--- config.mk ---
export PLATFORM = sky130hd
export DESIGN_NAME = videoHorizontalStretch
export DESIGN_NICKNAME = d
export VERILOG_FILES = /design/src/hdl/stretchPkg.sv /design/src/hdl/chunkRequestMapper.sv /design/src/hdl/interpolationStage.sv /design/src/hdl/syncFifo.sv /design/src/hdl/upstreamPixelTracker.sv /design/src/hdl/videoHorizontalStretch.sv
export SDC_FILE = /design/constraint.sdc
export NUM_CORES = 2
export LEC_CHECK = 0
export BUFFER_PORTS_ARGS = -buffer_cell sky130_fd_sc_hd__buf_2
export CORE_UTILIZATION = 38
export CTS_CLUSTER_SIZE = 16
export DETAILED_ROUTE_END_ITERATION = 10
export GPL_ROUTABILITY_DRIVEN = 0
export MAX_ROUTING_LAYER = met4
export PLACE_DENSITY = 0.63
export SLEW_MARGIN = 20
export SYNTH_ARGS = -nofsm -noshare
export SYNTH_HDL_FRONTEND = slang
export SYNTH_SLANG_ARGS = --single-unit
export TNS_END_PERCENT = 30
--- constraint.sdc ---
create_clock -name scalerClock -period 16.27 [get_ports scalerClock]
set_input_delay 1.627 -clock scalerClock [delete_from_list [all_inputs] [get_ports scalerClock]]
set_output_delay 1.627 -clock scalerClock [all_outputs]
set_load 0.03 [all_outputs]
--- src/hdl/stretchPkg.sv ---
//####################################################################
// Horizontal stretch shared definitions: sizes, RGB565 pixel types,
// the two-pixel window layout and the per-channel blend
//####################################################################
package stretchPkg;

    // Active video spans at most 2048 columns and 2048 rows
    localparam int hActiveBits = 11;
    localparam int vActiveBits = 11;

    // Coordinates and the shrink factor carry six fraction bits
    localparam int scaleFractionBits = 6;
    localparam int scaleBits = scaleFractionBits + 1;

    typedef struct packed {
        logic [4:0] red;
        logic [5:0] green;
        logic [4:0] blue;
    } pixelRgb;

    // Queues and ports move the raw word and the blend reads the channels
    typedef union packed {
        logic [15:0] raw;
        pixelRgb rgb;
    } pixelWord;

    // Position of one output pixel in upstream column units
    typedef struct packed {
        logic [hActiveBits-1:0] column;
        logic [scaleFractionBits-1:0] fraction;
    } sourceCoord;

    typedef struct packed {
        pixelWord leftColor;
        pixelWord rightColor;
        logic [hActiveBits-1:0] leftColumn;
        logic [hActiveBits-1:0] rightColumn;
        logic windowValid;
        logic reserved;
    } pixelWindow;

    // Linear blend where the fraction weights the right pixel
    function automatic pixelWord blendPixels(
        input pixelWord left,
        input pixelWord right,
        input logic [scaleFractionBits-1:0] fraction
    );
        logic [scaleFractionBits:0] leftWeight;
        logic [10:0] redSum;
        logic [11:0] greenSum;
        logic [10:0] blueSum;
        pixelWord result;
        // Seven bits so that a zero fraction gives the full weight of 64
        leftWeight = 7'd64 - {1'b0, fraction};
        redSum = left.rgb.red * leftWeight + right.rgb.red * fraction;
        greenSum = left.rgb.green * leftWeight + right.rgb.green * fraction;
        blueSum = left.rgb.blue * leftWeight + right.rgb.blue * fraction;
        // Dropping the six weight bits brings each sum back to channel range
        result.rgb.red = redSum[10:6];
        result.rgb.green = greenSum[11:6];
        result.rgb.blue = blueSum[10:6];
        return result;
    endfunction

endpackage

--- src/hdl/chunkRequestMapper.sv ---
//####################################################################
// Chunk request mapper: walks each downstream chunk, maps every output
// column to a source coordinate and issues filtered upstream requests
//####################################################################
`timescale 1ns/1ps

module chunkRequestMapper
    import stretchPkg::*;
#(
    parameter int chunkBits = 5,
    localparam int chunkNumBits = hActiveBits - chunkBits,
    localparam int requestBits = vActiveBits + chunkNumBits
) (
    input logic scalerClock,
    input logic reset,
    input logic [scaleBits-1:0] hShrinkFactor,
    input logic downstreamRequestEmpty,
    input logic [requestBits-1:0] downstreamRequestData,
    output logic downstreamRequestRead,
    input logic upstreamRequestRead,
    output logic upstreamRequestEmpty,
    output logic [requestBits-1:0] upstreamRequestData,
    output logic chunkTagWrite,
    output logic [chunkNumBits-1:0] chunkTag,
    input logic chunkTagFull,
    output logic coordWrite,
    output sourceCoord coord,
    input logic coordFull
);
    localparam int coordBits = $bits(sourceCoord);

    typedef enum logic {stateIdle, stateWalk} mapState;

    mapState state;
    logic [requestBits-1:0] currentRequest;
    logic [chunkBits-1:0] pixelCount;
    logic [requestBits-1:0] lastRequest;
    logic [requestBits-1:0] previousRequest;
    logic lastValid;
    logic previousValid;
    logic upstreamQueueFull;
    logic [hActiveBits-1:0] outputColumn;
    logic [requestBits-1:0] thisChunkRequest;
    logic [requestBits-1:0] nextChunkRequest;
    logic [requestBits-1:0] issuedRequest;
    logic needThisChunk;
    logic needNextChunk;
    logic advance;

    // Output column is the downstream chunk number followed by the pixel count
    assign outputColumn = {currentRequest[chunkNumBits-1:0], pixelCount};

    // Pixel centres map to column * shrink + shrink / 2, which fits 17 bits
    assign coord = sourceCoord'(coordBits'(outputColumn) * coordBits'(hShrinkFactor)
        + coordBits'(hShrinkFactor[scaleBits-1:1]));

    // Upstream requests reuse the row and swap in the source chunk number
    assign thisChunkRequest = {currentRequest[requestBits-1:chunkNumBits],
        coord.column[hActiveBits-1:chunkBits]};
    assign nextChunkRequest = {currentRequest[requestBits-1:chunkNumBits],
        coord.column[hActiveBits-1:chunkBits] + 1'b1};

    // A chunk among the last two issued is already on its way
    assign needThisChunk = !((lastValid && lastRequest == thisChunkRequest)
        || (previousValid && previousRequest == thisChunkRequest));

    // Blending off the last column of a chunk also needs the first pixel of the next one
    assign needNextChunk = (coord.fraction != '0) && (&coord.column[chunkBits-1:0])
        && !((lastValid && lastRequest == nextChunkRequest)
        || (previousValid && previousRequest == nextChunkRequest));

    // Any full queue stalls the whole column for this cycle
    assign advance = (state == stateWalk) && !coordFull && !chunkTagFull && !upstreamQueueFull;
    assign coordWrite = advance;
    assign chunkTagWrite = advance && (needThisChunk || needNextChunk);
    assign issuedRequest = needThisChunk ? thisChunkRequest : nextChunkRequest;
    assign chunkTag = issuedRequest[chunkNumBits-1:0];

    // Upstream request queue, read directly by the upstream stage
    syncFifo #(
        .dataWidth(requestBits),
        .addrWidth(chunkNumBits)
    ) upstreamRequestQueue (
        .scalerClock(scalerClock),
        .reset(reset),
        .writeEnable(chunkTagWrite),
        .writeData(issuedRequest),
        .readEnable(upstreamRequestRead),
        .full(upstreamQueueFull),
        .empty(upstreamRequestEmpty),
        .readData(upstreamRequestData)
    );

    always_ff @(posedge scalerClock or posedge reset) begin
        if (reset) begin
            state <= stateIdle;
            downstreamRequestRead <= 1'b0;
            currentRequest <= '0;
            pixelCount <= '0;
            lastRequest <= '0;
            previousRequest <= '0;
            lastValid <= 1'b0;
            previousValid <= 1'b0;
        end else begin
            downstreamRequestRead <= 1'b0;
            case (state)
                stateIdle: begin
                    // Request memory only filters within one downstream chunk
                    lastValid <= 1'b0;
                    previousValid <= 1'b0;
                    // The head word is valid now and the read pulse pops it next cycle
                    if (!downstreamRequestEmpty) begin
                        downstreamRequestRead <= 1'b1;
                        currentRequest <= downstreamRequestData;
                        pixelCount <= '0;
                        state <= stateWalk;
                    end
                end
                stateWalk: begin
                    if (chunkTagWrite) begin
                        lastRequest <= issuedRequest;
                        previousRequest <= lastRequest;
                        lastValid <= 1'b1;
                        previousValid <= lastValid;
                    end
                    if (advance) begin
                        pixelCount <= pixelCount + 1'b1;
                        // Back to idle once the last column of the chunk is written
                        if (&pixelCount) begin
                            state <= stateIdle;
                        end
                    end
                end
                default: state <= stateIdle;
            endcase
        end
    end

endmodule

--- src/hdl/interpolationStage.sv ---
//####################################################################
// Interpolation stage: holds the oldest pending coordinate, advances
// the pixel window until it covers it and writes the blended pixel
//####################################################################
`timescale 1ns/1ps

module interpolationStage
    import stretchPkg::*;
(
    input logic scalerClock,
    input logic reset,
    input logic coordWrite,
    input sourceCoord coord,
    output logic coordFull,
    input pixelWindow window,
    input logic pixelReady,
    output logic windowAdvance,
    input logic responseFull,
    output logic responseWrite,
    output pixelWord responseData
);
    localparam int coordQueueBits = 5;

    sourceCoord headCoord;
    logic coordEmpty;
    logic coordRead;
    sourceCoord heldCoord;
    logic holdValid;
    logic covered;

    // Pending coordinates, one per output column, in output order
    syncFifo #(
        .dataWidth($bits(sourceCoord)),
        .addrWidth(coordQueueBits)
    ) coordQueue (
        .scalerClock(scalerClock),
        .reset(reset),
        .writeEnable(coordWrite),
        .writeData(coord),
        .readEnable(coordRead),
        .full(coordFull),
        .empty(coordEmpty),
        .readData(headCoord)
    );

    // A whole column needs only the left pixel, otherwise both neighbours must be present
    assign covered = holdValid && window.windowValid && (window.leftColumn == heldCoord.column)
        && (heldCoord.fraction == '0 || window.rightColumn == heldCoord.column + 1'b1);

    assign responseWrite = covered && !responseFull;
    assign responseData = blendPixels(window.leftColor, window.rightColor, heldCoord.fraction);

    // Pull in pixels only while a coordinate waits and the window falls short
    assign windowAdvance = holdValid && !covered && pixelReady;

    // Refill the hold when it is empty or its coordinate is served this cycle
    assign coordRead = !coordEmpty && (!holdValid || responseWrite);

    always_ff @(posedge scalerClock or posedge reset) begin
        if (reset) begin
            heldCoord <= '0;
            holdValid <= 1'b0;
        end else if (coordRead) begin
            heldCoord <= headCoord;
            holdValid <= 1'b1;
        end else if (responseWrite) begin
            holdValid <= 1'b0;
        end
    end

    // Under back-pressure the window must not move, so the pending output waits unchanged
    assert property (@(posedge scalerClock) disable iff (reset)
        responseFull && covered |=> covered && $stable(responseData))
        else $error("pending output lost under responseFull");

endmodule

--- src/hdl/syncFifo.sv ---
//####################################################################
// Synchronous FIFO with first-word-fall-through output, built as a
// circular buffer with an occupancy count
//####################################################################
`timescale 1ns/1ps

module syncFifo #(
    parameter int dataWidth = 16,
    parameter int addrWidth = 4
) (
    input logic scalerClock,
    input logic reset,
    input logic writeEnable,
    input logic [dataWidth-1:0] writeData,
    input logic readEnable,
    output logic full,
    output logic empty,
    output logic [dataWidth-1:0] readData
);
    localparam int depth = 1 << addrWidth;

    logic [dataWidth-1:0] storage [depth];
    logic [addrWidth-1:0] writePointer;
    logic [addrWidth-1:0] readPointer;
    logic [addrWidth:0] count;
    logic push;
    logic pop;

    // Count tops out at depth, so its top bit alone marks a full buffer
    assign full = count[addrWidth];
    assign empty = (count == '0);
    assign push = writeEnable && !full;
    assign pop = readEnable && !empty;

    // The head word is always on the output while the FIFO holds data
    assign readData = storage[readPointer];

    always_ff @(posedge scalerClock) begin
        if (push) begin
            storage[writePointer] <= writeData;
        end
    end

    always_ff @(posedge scalerClock or posedge reset) begin
        if (reset) begin
            writePointer <= '0;
            readPointer <= '0;
            count <= '0;
        end else begin
            if (push) begin
                writePointer <= writePointer + 1'b1;
            end
            if (pop) begin
                readPointer <= readPointer + 1'b1;
            end
            // Simultaneous push and pop leave the count unchanged
            if (push && !pop) begin
                count <= count + 1'b1;
            end else if (pop && !push) begin
                count <= count - 1'b1;
            end
        end
    end

    // The blocks on either side must respect the level flags
    assert property (@(posedge scalerClock) disable iff (reset) writeEnable |-> !full)
        else $error("syncFifo write while full");
    assert property (@(posedge scalerClock) disable iff (reset) readEnable |-> !empty)
        else $error("syncFifo read while empty");

endmodule

--- src/hdl/upstreamPixelTracker.sv ---
//####################################################################
// Upstream pixel tracker: tags incoming pixels with their column and
// holds the left and right pixels of the interpolation window
//####################################################################
`timescale 1ns/1ps

module upstreamPixelTracker
    import stretchPkg::*;
#(
    parameter int chunkBits = 5,
    localparam int chunkNumBits = hActiveBits - chunkBits
) (
    input logic scalerClock,
    input logic reset,
    input logic upstreamPixelWrite,
    input pixelWord upstreamPixelData,
    output logic upstreamPixelFull,
    input logic chunkTagWrite,
    input logic [chunkNumBits-1:0] chunkTag,
    output logic chunkTagFull,
    output logic pixelReady,
    input logic windowAdvance,
    output pixelWindow window
);
    pixelWord headPixel;
    logic pixelEmpty;
    logic [chunkNumBits-1:0] headChunk;
    logic tagEmpty;
    logic tagRead;
    logic [chunkBits-1:0] pixelCount;
    logic rightLoaded;

    // Pixel queue holds two chunks so the upstream side can run ahead
    syncFifo #(
        .dataWidth($bits(pixelWord)),
        .addrWidth(chunkBits + 1)
    ) pixelQueue (
        .scalerClock(scalerClock),
        .reset(reset),
        .writeEnable(upstreamPixelWrite),
        .writeData(upstreamPixelData),
        .readEnable(windowAdvance),
        .full(upstreamPixelFull),
        .empty(pixelEmpty),
        .readData(headPixel)
    );

    // Chunk numbers of issued requests, in the order their pixels arrive
    syncFifo #(
        .dataWidth(chunkNumBits),
        .addrWidth(chunkNumBits)
    ) pendingChunkQueue (
        .scalerClock(scalerClock),
        .reset(reset),
        .writeEnable(chunkTagWrite),
        .writeData(chunkTag),
        .readEnable(tagRead),
        .full(chunkTagFull),
        .empty(tagEmpty),
        .readData(headChunk)
    );

    // A pixel is only usable once the chunk it belongs to is known
    assign pixelReady = !pixelEmpty && !tagEmpty;

    // The tag retires with the last pixel of its chunk
    assign tagRead = windowAdvance && (&pixelCount);

    always_ff @(posedge scalerClock or posedge reset) begin
        if (reset) begin
            window <= '0;
            pixelCount <= '0;
            rightLoaded <= 1'b0;
        end else if (windowAdvance) begin
            // Right slot shifts left and the head pixel enters on the right
            window.leftColor <= window.rightColor;
            window.leftColumn <= window.rightColumn;
            window.rightColor <= headPixel;
            window.rightColumn <= {headChunk, pixelCount};
            // Both slots hold real pixels from the second advance on
            window.windowValid <= rightLoaded;
            rightLoaded <= 1'b1;
            pixelCount <= pixelCount + 1'b1;
        end
    end

    // The interpolation stage may only consume a tagged pixel
    assert property (@(posedge scalerClock) disable iff (reset) windowAdvance |-> pixelReady)
        else $error("windowAdvance without a ready pixel");

endmodule

--- src/hdl/videoHorizontalStretch.sv ---
//####################################################################
// Horizontal video scaler top level: request mapping, upstream pixel
// tracking and interpolation joined by FIFO strobes
//####################################################################
`timescale 1ns/1ps

module videoHorizontalStretch
    import stretchPkg::*;
#(
    parameter int chunkBits = 5,
    localparam int chunkNumBits = hActiveBits - chunkBits,
    localparam int requestBits = vActiveBits + chunkNumBits
) (
    input logic scalerClock,
    input logic reset,
    input logic [scaleBits-1:0] hShrinkFactor,
    input logic downstreamRequestEmpty,
    input logic [requestBits-1:0] downstreamRequestData,
    output logic downstreamRequestRead,
    output logic responseWrite,
    output pixelWord responseData,
    input logic responseFull,
    input logic upstreamRequestRead,
    output logic upstreamRequestEmpty,
    output logic [requestBits-1:0] upstreamRequestData,
    input logic upstreamPixelWrite,
    input pixelWord upstreamPixelData,
    output logic upstreamPixelFull
);
    logic chunkTagWrite;
    logic [chunkNumBits-1:0] chunkTag;
    logic chunkTagFull;
    logic coordWrite;
    sourceCoord coord;
    logic coordFull;
    pixelWindow window;
    logic pixelReady;
    logic windowAdvance;

    chunkRequestMapper #(.chunkBits(chunkBits)) mapper (
        .scalerClock(scalerClock),
        .reset(reset),
        .hShrinkFactor(hShrinkFactor),
        .downstreamRequestEmpty(downstreamRequestEmpty),
        .downstreamRequestData(downstreamRequestData),
        .downstreamRequestRead(downstreamRequestRead),
        .upstreamRequestRead(upstreamRequestRead),
        .upstreamRequestEmpty(upstreamRequestEmpty),
        .upstreamRequestData(upstreamRequestData),
        .chunkTagWrite(chunkTagWrite),
        .chunkTag(chunkTag),
        .chunkTagFull(chunkTagFull),
        .coordWrite(coordWrite),
        .coord(coord),
        .coordFull(coordFull)
    );

    upstreamPixelTracker #(.chunkBits(chunkBits)) tracker (
        .scalerClock(scalerClock),
        .reset(reset),
        .upstreamPixelWrite(upstreamPixelWrite),
        .upstreamPixelData(upstreamPixelData),
        .upstreamPixelFull(upstreamPixelFull),
        .chunkTagWrite(chunkTagWrite),
        .chunkTag(chunkTag),
        .chunkTagFull(chunkTagFull),
        .pixelReady(pixelReady),
        .windowAdvance(windowAdvance),
        .window(window)
    );

    interpolationStage interpolator (
        .scalerClock(scalerClock),
        .reset(reset),
        .coordWrite(coordWrite),
        .coord(coord),
        .coordFull(coordFull),
        .window(window),
        .pixelReady(pixelReady),
        .windowAdvance(windowAdvance),
        .responseFull(responseFull),
        .responseWrite(responseWrite),
        .responseData(responseData)
    );

endmodule

# Word-level counts from Yosys, hierarchy flattened
# Memories as Yosys holds them, arrays and structs flattened. A register that Yosys moved wholly into a read port is not among the register bits.
# Index checks and enable logic that the tools add are counted.
# totals
ff_bits	179
ramBits	3040
inputBits	46
output_inout_bits	37
word_cells	183
n_memories	4
# classes
n_addsub	25
multipliers	7
n_eq_ne	9
mux	31
bitwise_logic	2
reduce_logical	78
# mem_list
name	depth	width	rd	rd_ports_with_merged_regs	wr	line	rtl
mapper.upstreamRequestQueue.storage	64	17	1	0	1	syncFifo.sv:22	logic [dataWidth-1:0] storage [depth];
tracker.pixelQueue.storage	64	16	1	1	1	syncFifo.sv:22	
interpolator.coordQueue.storage	32	17	1	1	1	syncFifo.sv:22	
tracker.pendingChunkQueue.storage	64	6	1	1	1	syncFifo.sv:22	
# ops
cell	n
17-bit equality test	4
6-bit by 1-bit adder with 6-bit output (second input constant)	8
7-bit 2-to-1 mux	6
1-bit logical AND	35
11-bit adder	2
11-bit equality test	2
5-bit by 6-bit multiplier with 11-bit output	2
5-bit by 7-bit multiplier with 11-bit output	2
7-bit by 1-bit adder with 7-bit output (second input constant)	3
1-bit zero test	21
7-bit zero test	3
7-bit by 1-bit subtractor with 7-bit output (second input constant)	3
5-bit by 1-bit adder with 5-bit output (second input constant)	4
6-bit 2-to-1 mux	3
17-bit by 6-bit adder with 17-bit output	1
11-bit by 7-bit multiplier with 17-bit output	1
1-bit 2-to-1 mux	16
5-bit AND reduction	3
12-bit adder	1
6-bit zero test	2
6-bit by 6-bit multiplier with 12-bit output	1
6-bit by 7-bit multiplier with 12-bit output	1
11-bit by 1-bit adder with 11-bit output (second input constant)	1
5-bit 2-to-1 mux	2
11 further kinds	25

# Logic depth before layout (Yosys ltp)
# depth
depth_word	15
mapped_depth	39

# Hierarchy
# A second synthesis with hierarchy kept.
# unflattened
cells_unflattened	7630
hier_area_um2	138590.4
# modules_own_cells
module	instances	cells_per_inst	area_per_inst_um2	seq_area_each_um2
syncFifo (mapper.upstreamRequestQueue)	1	2095	43186.4	33146.8
syncFifo (tracker.pixelQueue)	1	1996	40727.8	31224.9
syncFifo (interpolator.coordQueue)	1	1032	21739.6	16736.1
syncFifo (tracker.pendingChunkQueue)	1	883	16393.2	12006.5
interpolationStage	1	890	7759.9	450.4
chunkRequestMapper	1	595	6172.2	1501.4
upstreamPixelTracker	1	139	2611.3	1526.5

# Worst setup path after synthesis
# No wires, ideal clock.
# synth_timing
kind	in2reg
start	input hShrinkFactor[1]
end	memory mapper.upstreamRequestQueue.storage[0][2] (netlist bit), data pin
setup_ns	0.932
arrival_ns	10.518
required_ns	15.338
setup_slack_ns	4.821
path_stages	19
path_buffers	2
cell_sequence	clkbuf_1 and2_1 fa_1 fa_1 fa_1 inv_1 fa_1 inv_1 ha_1 buf_2 a21oi_1 o21ai_0 a211o_1 a211oi_2 xnor2_1 o2111ai_1 o22a_1 nand2b_1 xnor2_1
# synth_lines
item	line	rtl
start: declaration	videoHorizontalStretch.sv:16	input logic [scaleBits-1:0] hShrinkFactor,
end: declaration	syncFifo.sv:22	

==> results.yml <==
run_status:
  status: "completed"
global_routing:
  grt_usage: 0.181
  grt_overflow_total: 0
  grt_antenna_before_repair: 8
  grt_max_degree: 126
  grt_pass1_vias: 66700
  grt_pass1_wl_um: 467000
job:
  max_cap_violations: 0
sta:
  hold_viol: 0
  finalCritPeriodShare: 0.650
  rsz0062_at_grt: "no"
  final.min_clock_period_ns: 10.57
  fin_tns_setup_ns: 0
  relSlewSlack: 0.211
  drv_slew: 0
  max_freq_mhz: 94.6
  clock_skew_ns: 0.121
  worst_pin_slew_ns: 1.18
  setup_viol: 0
route:
  finalWirelength_um: 316000
  drc: 0
  viasPerCell: 5.42
  ant_nets: 0
  wire_per_inst_um: 26.4
  via_count: 64800
  drt_iter0_markers: 6262
  dr.pass1.iters: 6
clock_network:
  clk_pin_slew_worst_paths_ns: 0.06
  cts_setup_buffers: 0
  cts_root_buffer: "clkbuf_16"
  clock_path_buffers: 4
  cts_sinks: 3252
  clkLatencyLatePin_ns: 0.96
  postCtsResizedCells: 0
  cts_made_buffers: 339
  cts_tree: "yes"
  cts_hold_buffers: 0
  htree_num_levels: 5
synthesis:
  avgSynthCellArea_um2: 20.5
  syn_inst: 6603
  async_reset_ff_frac: 0.0652
  ys_dominant_reg_cell: "edfxtp_1"
  ys_types: 68
  synthTopCellsByArea: "edfxtp_1, mux4_2, dfrtp_1"
  ys_seq_area_frac: 0.713
  syn_area_mm2: 0.136
  synth_edf_count: 3040
  synth_top_area_cell: "edfxtp_1"
  yosysWarnings: 0
  yosysTopAreaCellShare: 0.674
  syn_nets: 7007
  ys_ff_latch: 3252
setup_path:
  cp.arrival_ns: 11.28
  end_kind: "flop"
  crit_top_cell: "inv_1"
  crit_fanout: 55
  start_kind: "input pin"
  slowest_delay_ns: 0.82
  criticalPathCategory: "in2reg"
  worst_path_max_delay_cell: "clkinv_1"
  crit_required_ns: 16.98
power_and_ir_drop:
  vdd_drop_max_mv: 1.38
  power.share.combinational: 0.385
  seqPwrFrac: 0.364
  p_leak_nw: 50.2
  p_clk_frac: 0.251
  internal_power_mw: 19.2
  p_sw_mw: 11.6
  switching_share: 0.378
  cellPowerDensity_mw_per_mm2: 200
final_layout:
  drive_above_1_share: 0.281
  final_util: 0.437
  area_growth_pct: 14.0
  final_area_mm2: 0.154
  fin_nets: 7351
placement:
  io_buffer_count: 82
  place_area_mm2: 0.143
  dp_hpwl_um: 189000
floorplan:
  core_mm2: 0.354
  die_h_um: 599
  ioPinCount: 83
  die-area_mm2: 0.359
  start_util: 0.383
  die_w_um: 599
  fp-row-count: 218
worst_hold_path:
  worstHoldPathType: "reg2reg"
through the flow:
| step | worst slack, ns | cells | hold slack (ns) | total power [mW] |
|---|---|---|---|---|
| CTS | 6.03 | 12000 | 0.470 | 31.3 |
| floorplan | 4.82 | 6603 | 0.430 | 18.8 |
| detailed placement | 5.10 | 11300 | 0.453 | 23.5 |
| global route | 4.95 | 12000 | 0.507 | 32.5 |
| global placement | 5.25 | 11300 | 0.450 | 23.3 |
| finish | 5.70 | 12000 | 0.470 | 30.8 |
cells in the final DEF (no fill, tap or decap), types with 9 or more instances in the layout:
cell type	count
edfxtp_1	3040
mux4_2	989
clkbuf_16	340
nand2_1	319
inv_1	267
buf_4	265
dfrtp_1	187
fa_1	184
ha_1	172
and2_1	157
nor2_1	127
xnor2_1	123
nor3_1	78
buf_2	73
clkinv_1	71
nor3_2	66
a21oi_1	65
clkbuf_1	63
clkinv_2	57
xor2_1	46
mux2_2	45
nand3_1	43
mux2_1	36
nor2_2	35
bufinv_16	33
o21ai_0	30
nand4_1	24
a21o_1	19
mux2i_1	19
dfrtp_4	18
clkbuf_8	14
nand3b_1	13
clkinv_16	13
and3_1	12
nor2b_1	11
o21bai_1	11
inv_6	11
clkinvlp_4	11
nand2b_1	9
layer usage:
layer,GRT usage,up-vias,wire length [µm]
met5,-,-,0
met4,0.0377,0,6720
li1,-,27200,-
met2,0.294,2112,157000
met3,0.0260,397,20100
met1,0.246,35100,132000
critical path, delay by kind of cell:
family	cells	cell delay, ns
and+or+nand+nor	7	1.46
AOI/OAI and AO/OA	7	1.83
xor gates and xnor gates	4	0.66
adders and majority gates	8	3.55
buffers and inverters	8	2.05
synth_stat cells (all sizes together), types with 7 or more instances:
cell    instances
a21o           19
a21oi          66
and2          160
and3           13
buf           126
clkbuf        214
dfrtp         212
edfxtp       3040
fa            184
ha            174
inv           270
mux2           82
mux2i          19
mux4          989
nand2         319
nand2b          9
nand3          44
nand3b         13
nand4          24
nor2          162
nor2b          11
nor3          146
nor4            8
o21ai          31
o21bai         11
or3             7
xnor2         132
xor2           51
area by class of cell:
| cell class | count | area, µm² |
|---|---|---|
| antenna | 7 | 17.5 |
| clock buffer | 417 | 8940 |
| clock inverter | 209 | 2290 |
| fill | 29800 | 199000 |
| inverter | 270 | 1020 |
| multi-input combinational | 2741 | 37200 |
| sequential | 3252 | 96700 |
| tap | 4730 | 5920 |
| timing repair buffer | 343 | 2470 |
path summary, 6_finish.rpt:
| path | from | endpoint | slack (ns) | cells past startpoint |
|---|---|---|---|---|
| min | tracker.rightLoaded | tracker.window[1] | 0.47 | 2 |
| max in group asynchronous | reset | tracker.pixelQueue.readPointer[2] | 13.01 | 4 |
| min in group asynchronous | reset | mapper.downstreamRequestRead | 0.80 | 2 |
| max | hShrinkFactor[1] | mapper.upstreamRequestQueue.count[6] | 5.70 | 34 |
| min reg2reg | tracker.rightLoaded | tracker.window[1] | 0.47 | 2 |
| max reg2reg | mapper.pixelCount[4] | mapper.upstreamRequestQueue.count[6] | 6.08 | 33 |
cells by family after synthesis:
group                      after synthesis  synth area share
AOI/OAI and AO/OA                      176           0.00845
buffers and inverters                  610            0.0177
and+or+nand+nor                        930            0.0326
muxes                                 1090             0.173
DFF                                   3252             0.713
xor gates and xnor gates               187            0.0125
adders and majority gates              358            0.0432
power by group through the flow:
stage / Combinational [mW] / Clock [mW] / Sequential [mW]
after floorplan: 7.46 / 0 / 11.3
after CTS: 12.2 / 7.90 / 11.2
after detailed placement: 12.1 / 0 / 11.4
final: 11.9 / 7.75 / 11.2
after global placement: 11.9 / 0 / 11.4
after global routing: 13.1 / 8.21 / 11.3
sequential cells by signal, summed over array words and instances (netlist names), 7 cells and up:
register and flops:
tracker.pixelQueue.storage 1024, interpolator.coordQueue.storage 544, tracker.window 55, mapper.currentRequest 17, tracker.pixelQueue.count 7, mapper.upstreamRequestQueue.count 7, tracker.pendingChunkQueue.count 7, tracker.pendingChunkQueue.storage 384
interpolator.heldCoord 17, mapper.lastRequest 17, mapper.previousRequest 17, mapper.upstreamRequestQueue.storage 1088
(Power assumes the default switching activity.)
